`config.mk`:
```
export PLATFORM = sky130hd
export DESIGN_NAME = logic_analyzer_top
export DESIGN_NICKNAME = d
export VERILOG_FILES = /design/src/sump_pkg.sv /design/src/logic_analyzer_top.sv /design/src/uart_tx.sv /design/src/meta_sender.sv /design/src/controller.sv /design/src/command_decoder.sv /design/src/uart_rx.sv
export VERILOG_INCLUDE_DIRS = /design/src /design/src/src
export SDC_FILE = /design/constraint.sdc
export NUM_CORES = 1
export LEC_CHECK = 0
export BUFFER_PORTS_ARGS = -buffer_cell sky130_fd_sc_hd__buf_2
export CORE_MARGIN = 1
export CORE_UTILIZATION = 53
export DETAILED_ROUTE_END_ITERATION = 10
export GPL_TIMING_DRIVEN = 0
export PLACE_DENSITY_LB_ADDON = 0.15
export REMOVE_ABC_BUFFERS = 1
export SKIP_LAST_GASP = 1
export SYNTH_ARGS = -nofsm -noshare
export SYNTH_HDL_FRONTEND = slang
export SYNTH_SLANG_ARGS = --single-unit
```
`constraint.sdc`:
```
create_clock -name clock -period 3.8 [get_ports clock]
set_clock_uncertainty 0.2 [all_clocks]
set_input_delay 0.38 -clock clock [delete_from_list [all_inputs] [get_ports clock]]
set_output_delay 0.38 -clock clock [all_outputs]
set_load 0.005 [all_outputs]
```
`src/sump_macros.svh`:
```
`ifndef SUMP_MACROS_SVH
`define SUMP_MACROS_SVH

////////////////////////////////////////
// UART timing
////////////////////////////////////////

// Kept short so simulation stays quick
`define CLKS_PER_BIT 8

////////////////////////////////////////
// Probe geometry
////////////////////////////////////////

`define SAMPLE_WIDTH 8             // Probe channel count

////////////////////////////////////////
// SUMP opcodes
////////////////////////////////////////

// Short commands, one byte each
`define OP_RESET       8'h00
`define OP_ARM         8'h01
`define OP_QUERY_ID    8'h02
`define OP_QUERY_META  8'h04

// Long commands, bit 7 set, four argument bytes follow
`define OP_SET_DIVIDER 8'h80
`define OP_SET_RISE    8'hC0
`define OP_SET_FALL    8'hC1

`endif
```
`src/sump_pkg.sv`:
```
`default_nettype none

package sump_pkg;

    `include "sump_macros.svh"

    // Sample clock divider, 24 bits as in SUMP
    typedef logic [23:0] divider_t;

    // One bit per probe channel
    typedef logic [`SAMPLE_WIDTH-1:0] pattern_t;

    // Divider load view
    typedef struct packed {
        logic [7:0] unused;        // Ignored by the analyzer
        divider_t   divider;
    } divider_view_t;

    // Trigger pattern load view
    typedef struct packed {
        logic [31-`SAMPLE_WIDTH:0] unused;
        pattern_t                  pattern;
    } pattern_view_t;

    // Long command argument, read either way
    typedef union packed {
        divider_view_t div;
        pattern_view_t pat;
    } command_word_u;

    // Controller FSM
    typedef enum logic [1:0] {
        IDLE,
        CMD_RECEIVED,
        META_WAIT
    } controller_state_e;

    // Which byte table the meta sender walks
    typedef enum logic {
        REPLY_ID   = 1'b0,
        REPLY_META = 1'b1
    } reply_sel_e;

endpackage

`default_nettype wire

```
`src/logic_analyzer_top.sv`:
```
`timescale 1ns/1ps
`default_nettype none

module logic_analyzer_top (
    input  logic               clock,
    input  logic               ext_reset,
    input  logic               rx,
    output logic               tx,
    output logic               analyzer_reset,
    output logic               arm,
    output sump_pkg::divider_t divider,
    output sump_pkg::pattern_t rise_pattern,
    output sump_pkg::pattern_t fall_pattern
);

    logic [7:0]              rx_data;
    logic                    rx_valid;
    logic [7:0]              opcode;
    sump_pkg::command_word_u command;
    logic                    cmd_recv_rx;
    logic                    begin_meta_transmit;
    sump_pkg::reply_sel_e    reply_sel;
    logic                    meta_busy;
    logic [7:0]              tx_data;
    logic                    tx_start;
    logic                    transmit_busy;

    ////////////////////////////////////////
    // Command path
    ////////////////////////////////////////

    uart_rx u_uart_rx (
        .clock     (clock),
        .ext_reset (ext_reset),
        .rx        (rx),
        .rx_data   (rx_data),
        .rx_valid  (rx_valid)
    );

    command_decoder u_command_decoder (
        .clock       (clock),
        .ext_reset   (ext_reset),
        .rx_data     (rx_data),
        .rx_valid    (rx_valid),
        .opcode      (opcode),
        .command     (command),
        .cmd_recv_rx (cmd_recv_rx)
    );

    controller u_controller (
        .clock               (clock),
        .ext_reset           (ext_reset),
        .opcode              (opcode),
        .command             (command),
        .cmd_recv_rx         (cmd_recv_rx),
        .meta_busy           (meta_busy),
        .analyzer_reset      (analyzer_reset),
        .divider             (divider),
        .arm                 (arm),
        .begin_meta_transmit (begin_meta_transmit),
        .reply_sel           (reply_sel),
        .rise_pattern        (rise_pattern),
        .fall_pattern        (fall_pattern)
    );

    ////////////////////////////////////////
    // Reply path
    ////////////////////////////////////////

    meta_sender u_meta_sender (
        .clock               (clock),
        .ext_reset           (ext_reset),
        .begin_meta_transmit (begin_meta_transmit),
        .reply_sel           (reply_sel),
        .transmit_busy       (transmit_busy),
        .tx_data             (tx_data),
        .tx_start            (tx_start),
        .meta_busy           (meta_busy)
    );

    uart_tx u_uart_tx (
        .clock         (clock),
        .ext_reset     (ext_reset),
        .tx_data       (tx_data),
        .tx_start      (tx_start),
        .tx            (tx),
        .transmit_busy (transmit_busy)
    );

endmodule

`default_nettype wire

```
`src/uart_tx.sv`:
```
`timescale 1ns/1ps
`default_nettype none
`include "sump_macros.svh"

module uart_tx (
    input  logic       clock,
    input  logic       ext_reset,
    input  logic [7:0] tx_data,
    input  logic       tx_start,       // Only while idle
    output logic       tx,             // Serial line, idles high
    output logic       transmit_busy
);

    localparam int CNT_W = $clog2(`CLKS_PER_BIT);
    localparam logic [CNT_W-1:0] FULL_BIT = CNT_W'(`CLKS_PER_BIT - 1);

    logic [CNT_W-1:0] clk_cnt;
    logic [3:0]       bits_left;      // Bits still to drive after this one
    logic [8:0]       frame;          // Data bits then stop bit
    logic             bit_done;

    assign bit_done = transmit_busy && (clk_cnt == FULL_BIT);

    ////////////////////////////////////////
    // Bit timing
    ////////////////////////////////////////

    always_ff @(posedge clock or posedge ext_reset) begin
        if (ext_reset) begin
            tx            <= 1'b1;
            transmit_busy <= 1'b0;
            clk_cnt       <= '0;
            bits_left     <= '0;
        end else if (!transmit_busy) begin
            clk_cnt <= '0;
            if (tx_start) begin
                tx            <= 1'b0;         // Start bit
                transmit_busy <= 1'b1;
                bits_left     <= 4'd9;
            end
        end else if (bit_done) begin
            clk_cnt <= '0;
            if (bits_left == 4'd0) begin
                transmit_busy <= 1'b0;         // Stop bit finished
            end else begin
                tx        <= frame[0];
                bits_left <= bits_left - 4'd1;
            end
        end else begin
            clk_cnt <= clk_cnt + 1'b1;
        end
    end

    // Shift register, LSB first
    always_ff @(posedge clock) begin
        if (!transmit_busy && tx_start) begin
            frame <= {1'b1, tx_data};
        end else if (bit_done) begin
            frame <= {1'b1, frame[8:1]};
        end
    end

    a_start_when_idle : assert property (@(posedge clock) disable iff (ext_reset)
        tx_start |-> !transmit_busy)
        else $error("tx_start while transmitter busy");

endmodule

`default_nettype wire

```
`src/meta_sender.sv`:
```
`timescale 1ns/1ps
`default_nettype none
`include "sump_macros.svh"

module meta_sender (
    input  logic                 clock,
    input  logic                 ext_reset,
    input  logic                 begin_meta_transmit,
    input  sump_pkg::reply_sel_e reply_sel,      // Stable for the whole reply
    input  logic                 transmit_busy,
    output logic [7:0]           tx_data,
    output logic                 tx_start,
    output logic                 meta_busy
);

    logic [2:0] idx;          // Next byte to send
    logic [2:0] reply_len;
    logic       pending;      // Start issued, transmitter not busy yet
    logic       issue;

    // Byte tables
    function automatic logic [7:0] table_byte(input sump_pkg::reply_sel_e sel,
                                              input logic [2:0] i);
        logic [7:0] b;
        if (sel == sump_pkg::REPLY_ID) begin
            case (i)
                3'd0:    b = "1";
                3'd1:    b = "A";
                3'd2:    b = "L";
                default: b = "S";
            endcase
        end else begin
            case (i)
                3'd0:    b = 8'h01;                  // Device name key
                3'd1:    b = "L";
                3'd2:    b = "A";
                3'd3:    b = 8'h00;                  // Name terminator
                3'd4:    b = 8'h20;                  // Probe count key
                3'd5:    b = 8'(`SAMPLE_WIDTH);
                default: b = 8'h00;                  // End of record
            endcase
        end
        return b;
    endfunction

    assign reply_len = (reply_sel == sump_pkg::REPLY_ID) ? 3'd4 : 3'd7;
    assign issue     = meta_busy && !pending && !transmit_busy && (idx != reply_len);

    ////////////////////////////////////////
    // Reply sequencer
    ////////////////////////////////////////

    always_ff @(posedge clock or posedge ext_reset) begin
        if (ext_reset) begin
            meta_busy <= 1'b0;
            tx_start  <= 1'b0;
            idx       <= '0;
            pending   <= 1'b0;
        end else begin
            tx_start <= 1'b0;
            if (!meta_busy) begin
                if (begin_meta_transmit) begin
                    meta_busy <= 1'b1;
                    idx       <= '0;
                    pending   <= 1'b0;
                end
            end else if (pending) begin
                pending <= !transmit_busy;       // Transmitter took the byte
            end else if (issue) begin
                tx_start <= 1'b1;
                pending  <= 1'b1;
                idx      <= idx + 3'd1;
            end else if (!transmit_busy) begin
                meta_busy <= 1'b0;               // Last stop bit is out
            end
        end
    end

    always_ff @(posedge clock) begin
        if (issue) begin
            tx_data <= table_byte(reply_sel, idx);
        end
    end

endmodule

`default_nettype wire

```
`src/controller.sv`:
```
`timescale 1ns/1ps
`default_nettype none
`include "sump_macros.svh"

module controller (
    input  logic                    clock,
    input  logic                    ext_reset,
    input  logic [7:0]              opcode,        // From command decoder
    input  sump_pkg::command_word_u command,
    input  logic                    cmd_recv_rx,   // Command complete
    input  logic                    meta_busy,     // Reply in flight
    output logic                    analyzer_reset,
    output sump_pkg::divider_t      divider,
    output logic                    arm,
    output logic                    begin_meta_transmit,
    output sump_pkg::reply_sel_e    reply_sel,
    output sump_pkg::pattern_t      rise_pattern,
    output sump_pkg::pattern_t      fall_pattern
);

    sump_pkg::controller_state_e state;

    ////////////////////////////////////////
    // Command FSM
    ////////////////////////////////////////

    always_ff @(posedge clock or posedge ext_reset) begin
        if (ext_reset) begin
            state               <= sump_pkg::IDLE;
            analyzer_reset      <= 1'b0;
            arm                 <= 1'b0;
            divider             <= '0;
            rise_pattern        <= '0;
            fall_pattern        <= '0;
            begin_meta_transmit <= 1'b0;
            reply_sel           <= sump_pkg::REPLY_ID;
        end else begin
            analyzer_reset      <= 1'b0;   // Pulses only
            begin_meta_transmit <= 1'b0;

            case (state)
                // Wait for the decoder
                sump_pkg::IDLE: begin
                    if (cmd_recv_rx) begin
                        state <= sump_pkg::CMD_RECEIVED;
                    end
                end

                // Act on the held opcode
                sump_pkg::CMD_RECEIVED: begin
                    state <= sump_pkg::IDLE;
                    case (opcode)
                        `OP_RESET: begin
                            analyzer_reset <= 1'b1;
                            arm            <= 1'b0;    // Settings survive
                        end
                        `OP_ARM: begin
                            arm <= 1'b1;
                        end
                        `OP_QUERY_ID: begin
                            reply_sel           <= sump_pkg::REPLY_ID;
                            begin_meta_transmit <= 1'b1;
                            state               <= sump_pkg::META_WAIT;
                        end
                        `OP_QUERY_META: begin
                            reply_sel           <= sump_pkg::REPLY_META;
                            begin_meta_transmit <= 1'b1;
                            state               <= sump_pkg::META_WAIT;
                        end
                        `OP_SET_DIVIDER: begin
                            divider <= command.div.divider;     // Low 24 bits
                        end
                        `OP_SET_RISE: begin
                            rise_pattern <= command.pat.pattern;
                        end
                        `OP_SET_FALL: begin
                            fall_pattern <= command.pat.pattern;
                        end
                        default: begin
                            // Unknown opcode, back to IDLE untouched
                        end
                    endcase
                end

                // Meta sender raises busy one cycle after the start pulse,
                // so stay put while the pulse is still out
                sump_pkg::META_WAIT: begin
                    if (!meta_busy && !begin_meta_transmit) begin
                        state <= sump_pkg::IDLE;
                    end
                end

                default: state <= sump_pkg::IDLE;
            endcase
        end
    end

    // A new reply only starts once the last one has drained
    a_no_start_while_busy : assert property (@(posedge clock) disable iff (ext_reset)
        !(begin_meta_transmit && meta_busy))
        else $error("begin_meta_transmit while meta sender busy");

endmodule

`default_nettype wire

```
`src/command_decoder.sv`:
```
`timescale 1ns/1ps
`default_nettype none

module command_decoder (
    input  logic                    clock,
    input  logic                    ext_reset,
    input  logic [7:0]              rx_data,
    input  logic                    rx_valid,
    output logic [7:0]              opcode,      // Held until next command
    output sump_pkg::command_word_u command,
    output logic                    cmd_recv_rx  // One cycle per command
);

    logic [2:0]  byte_cnt;       // 0 waits for an opcode, 1..4 argument bytes
    logic [7:0]  long_opcode;    // Opcode parked while arguments arrive
    logic [23:0] arg_low;        // First three argument bytes

    ////////////////////////////////////////
    // Framing
    ////////////////////////////////////////

    always_ff @(posedge clock or posedge ext_reset) begin
        if (ext_reset) begin
            byte_cnt    <= '0;
            cmd_recv_rx <= 1'b0;
        end else begin
            cmd_recv_rx <= 1'b0;
            if (rx_valid) begin
                if (byte_cnt == 3'd0) begin
                    if (rx_data[7]) begin
                        byte_cnt <= 3'd1;       // Long command
                    end else begin
                        cmd_recv_rx <= 1'b1;    // Short command done
                    end
                end else if (byte_cnt == 3'd4) begin
                    byte_cnt    <= '0;
                    cmd_recv_rx <= 1'b1;        // Fifth byte in
                end else begin
                    byte_cnt <= byte_cnt + 3'd1;
                end
            end
        end
    end

    // Opcode and argument capture
    always_ff @(posedge clock) begin
        if (rx_valid) begin
            if (byte_cnt == 3'd0) begin
                long_opcode <= rx_data;
                if (!rx_data[7]) begin
                    opcode  <= rx_data;
                    command <= '0;              // No argument
                end
            end else if (byte_cnt == 3'd4) begin
                opcode  <= long_opcode;
                command <= {rx_data, arg_low};  // LSB arrived first
            end else begin
                arg_low <= {rx_data, arg_low[23:8]};
            end
        end
    end

    // Commands are at least one byte time apart
    a_single_cmd_pulse : assert property (@(posedge clock) disable iff (ext_reset)
        cmd_recv_rx |=> !cmd_recv_rx)
        else $error("cmd_recv_rx high on back-to-back cycles");

endmodule

`default_nettype wire

```
`src/uart_rx.sv`:
```
`timescale 1ns/1ps
`default_nettype none
`include "sump_macros.svh"

module uart_rx (
    input  logic       clock,
    input  logic       ext_reset,
    input  logic       rx,            // Serial line, idles high
    output logic [7:0] rx_data,
    output logic       rx_valid       // One cycle per good byte
);

    localparam int CNT_W = $clog2(`CLKS_PER_BIT);
    localparam logic [CNT_W-1:0] FULL_BIT = CNT_W'(`CLKS_PER_BIT - 1);
    localparam logic [CNT_W-1:0] HALF_BIT = CNT_W'(`CLKS_PER_BIT / 2 - 1);

    logic [1:0]       rx_sync;        // Two-flop synchronizer
    logic             rx_s;
    logic             active;         // Frame in progress
    logic [CNT_W-1:0] clk_cnt;
    logic [3:0]       bit_idx;        // 0 start, 1..8 data, 9 stop
    logic [7:0]       shift;
    logic             sample;

    assign rx_s = rx_sync[1];

    // Half a bit on the start bit, so later samples land mid-bit
    assign sample = active && (clk_cnt == ((bit_idx == 4'd0) ? HALF_BIT : FULL_BIT));

    always_ff @(posedge clock or posedge ext_reset) begin
        if (ext_reset) begin
            rx_sync <= 2'b11;         // Line idle
        end else begin
            rx_sync <= {rx_sync[0], rx};
        end
    end

    ////////////////////////////////////////
    // Bit timing
    ////////////////////////////////////////

    always_ff @(posedge clock or posedge ext_reset) begin
        if (ext_reset) begin
            active   <= 1'b0;
            clk_cnt  <= '0;
            bit_idx  <= '0;
            rx_valid <= 1'b0;
        end else begin
            rx_valid <= 1'b0;
            if (!active) begin
                clk_cnt <= '0;
                bit_idx <= '0;
                active  <= !rx_s;     // Falling edge opens a frame
            end else if (sample) begin
                clk_cnt <= '0;
                bit_idx <= bit_idx + 4'd1;
                if (bit_idx == 4'd0 && rx_s) begin
                    active <= 1'b0;   // Glitch, not a real start bit
                end else if (bit_idx == 4'd9) begin
                    active   <= 1'b0;
                    rx_valid <= rx_s; // Low stop bit drops the byte
                end
            end else begin
                clk_cnt <= clk_cnt + 1'b1;
            end
        end
    end

    // Data bits, LSB first
    always_ff @(posedge clock) begin
        if (sample && bit_idx >= 4'd1 && bit_idx <= 4'd8) begin
            shift <= {rx_s, shift[7:1]};
        end
        if (sample && bit_idx == 4'd9) begin
            rx_data <= shift;         // Lines up with rx_valid
        end
    end

endmodule

`default_nettype wire

```
==> results.md <==
Die:
- The number of rows in the core area is 40.
- The die covers 0.0131 mm^2.
- The initial utilization of the core area, before any placement, comes to 55.1%.
- From left edge to right edge, the die measures 114 um.
- The height of the die is 114 um.
- The standard cell core area is 0.0122 mm^2.
- For this design the top-level I/O count stands at 46.

Timing:
- The final max-slew violation count was 0.
- The total count of hold-check failures in the final report came to 0.
- The worst pin sits at a relative slew slack of 18.5%.
- The time the final worst path needs with I/O delays and setup is 2730 ps.
- Derived from the worst setup path, the maximum achievable clock frequency is 0.366 GHz.
- Setup violations remaining at the end of the flow were counted as 0.
- Summed over all failing endpoints, the final setup total negative slack is 0 ps.
- The period utilization is 71.9%.
- Hold timing on the final database bottoms out at a slack of 166 ps.
- Setup repair after global routing left no endpoint under its margin.
- The actual slew at the worst max-slew pin is 1220 ps.

Synth:
- The fraction of registers with async set/reset is 44.4%.
- Ranked by total cell area, the synthesized netlist is headed by edfxtp_1 (43%), dfrtp_1 (27%), mux2_4 (4.5%).
- The total standard cell area after synthesis is 0.00670 mm^2.
- Counting flops and latches in the post-synthesis netlist gives 171.
- For this run, the number of Yosys warnings is 0.
- Yosys instantiated no cell more often than edfxtp_1.
- Synthesis instantiated 46 different standard cells from the library.
- The synthesized netlist cell count is 436.
- The most used flip-flop cell after synthesis is edfxtp_1.
- By count the netlist is led by edfxtp_1 (95), dfrtp_1 (73), nand2_1 (38).
- A synthesized cell averages 15.4 um^2.
- Of all cell types, the one taking the most synthesized area is edfxtp_1.
- Summed over its instances, the top area cell type makes up 42.6% of the synthesized netlist area.
- The register area share after synthesis is 71.1%.
- Yosys mapped a number of flops with a built-in enable equal to 95.

CTS:
- The number of buffers on the longest clock path is 2.
- The library cell used as clock root buffer is clkbuf_16.
- The clock sink count is 171.
- The count of cells resized by post-cts repair is 0.
- The worst-skew pair later-pin latency is 420 ps.
- After clock tree synthesis, the clock-pin slew on the worst setup and hold paths is 60 ps.
- The H-tree was split into 4 levels.
- The clock buffer count from CTS is 17.
- The TritonCTS clock tree is yes.

Hold path:
- The number of stages on the worst hold path is 0.
- The path class of the tightest hold or removal check is reg2reg.

Route:
- For this block, the routed nets add up to 9.89 mm of wire.
- The number of remaining DRC errors is 0.
- After detailed routing, the number of vias per cell comes to 5.10.
- The average routed wire per standard cell is 14.6 um.
- The first routing iteration left 129 violations.
- For this block, the via count after detailed routing is 3443.
- The first TritonRoute pass finished after 4 iterations.
- The remaining antenna violation count is 0.

Layout:
- For this run, the post-layout net count is 511.
- Of the cells placed in the final design, the portion with a size suffix greater than 1 is 26.6%.
- The repair_antennas step left the layout with diodes totalling 0.
- Cells fill 64.0% of the core in the end.
- From synthesis to final layout, the design area changed by 16.2%.
- The final non-filler cell total is 675.

Global routing:
- For this run, global-route usage on met2 was measured as 27.4%.
- The layer with the highest usage is met2.
- The met1 track utilization from global routing is 21.6%.
- The sum of overflow across all layers after global routing is 0.
- The met3 track demand over resource is 3.97%.
- The number of global-route vias before repair is 3462.
- The maximum number of pins on one net before global-route repair is 42.
- The overall global routing resource usage is 17.0%.
- The first global-routing pass estimated 16.7 mm of wire.
- The initial antenna violation count is 0.

Placed design:
- The half-perimeter wire length after detailed placement is 6.56 mm.
- Once placement completed, the tool counted placed cells totaling 641.
- The count of input and output buffers is 45.
- The final RePlAce weighted congestion is 0.773.

Job:
- The number of max-cap violations is 0.

Setup path:
- At the worst endpoint, the arrival time is 2580 ps.
- The worst endpoint required time is 3650 ps.
- The critical path endpoint category is a flop.
- Along the worst path, the maximum fanout reaches 35.
- STA classifies the critical path startpoint as a flop.
- The number of cell instances on the worst register-to-register path is 4.
- By startpoint and endpoint, the worst setup path is classified as reg2reg.

Run status:
- The run finished with clean final reports.

Power:
- The static leakage is 3.34 nW.
- The power per unit of standard cell area is 522 mW/mm^2.
- Across the VDD grid, the largest voltage drop is 0.385 mV.
- Power comes to 4.06 mW.
## path summary, 6_finish.rpt
kind	start	slack (ps)	to
setup / recovery	u_command_decoder.byte_cnt[0]	1070	u_command_decoder.long_opcode[5]
hold reg to reg	u_uart_rx.rx_sync[0]	170	u_uart_rx.rx_sync[1]
hold / removal	u_uart_rx.rx_sync[0]	170	u_uart_rx.rx_sync[1]
max in group asynchronous	ext_reset	2500	u_controller.divider[12]
setup reg to reg	u_command_decoder.byte_cnt[0]	1070	u_command_decoder.long_opcode[5]
min in group asynchronous	ext_reset	330	u_uart_tx.bits_left[1]
## sequential cells by signal, summed over array words and instances (netlist names), 4 cells and up
name and count:
u_command_decoder.arg_low 24, u_controller.rise_pattern 8, u_uart_rx.rx_data 8, u_command_decoder.command 24, u_uart_rx.shift 8, u_command_decoder.opcode 8
u_uart_tx.bits_left 4, u_controller.divider 24, u_command_decoder.long_opcode 8, u_uart_rx.bit_idx 4, u_controller.fall_pattern 8, u_meta_sender.tx_data 7
u_uart_tx.frame 8
## what timing repair did
item,in CTS,in global routing
setup buffers,0,0
hold endpoints to repair,33,0
hold buffers,2,0
## cell usage in the layout (no fill, tap or decap), drive strengths merged, types with 14 or more instances in the layout
master,count
mux2,48
ha,14
edfxtp,95
buf,49
clkbuf,18
inv,24
dfrtp,73
and2,31
nand2,39
nor2,17
## critical path: stages, from the launching register on
cell	delay, ps
dfrtp_1	410
inv_1	70
ha_1	210
nand2b_1	660
nor2_1	820
## through the flow
step	setup WS (ps)	instance area, um^2
finish	1070	7780
floorplan	1050	6630
detailed placement	982	7150
global route	773	7780
global placement	230	7070
CTS	989	7780
## cells by family after synthesis
logic type / synth area share [%]
AO/OA/AOI/OAI: 3.08
XOR/XNOR: 0.392
adder cells (fa/ha/maj): 2.62
buffers and inverters: 1.96
flip-flops: 71.1
multiplexers: 10.1
AND/OR/NAND/NOR: 10.8
## power by group
part / switching, mW / internal (mW)
Combinational: 0.124 / 0.102
Sequential: 0.0501 / 2.02
Clock: 0.717 / 1.05
Total: 0.891 / 3.17
## layout make-up
cell class,count,area [um^2]
sequential,171,4760
fill,936,4380
multi-input combinational,235,1820
clock buffer,18,429
timing repair buffer,51,308
tap,168,210
clock inverter,14,183
inverter,18,70.1
## layer usage
metal	up-vias	share of wire (%)
li1	1670	-
met1	1708	45
met2	47	51
met3	18	2.7
met4	0	1.8
met5	-	0
(Power assumes the default switching activity.)
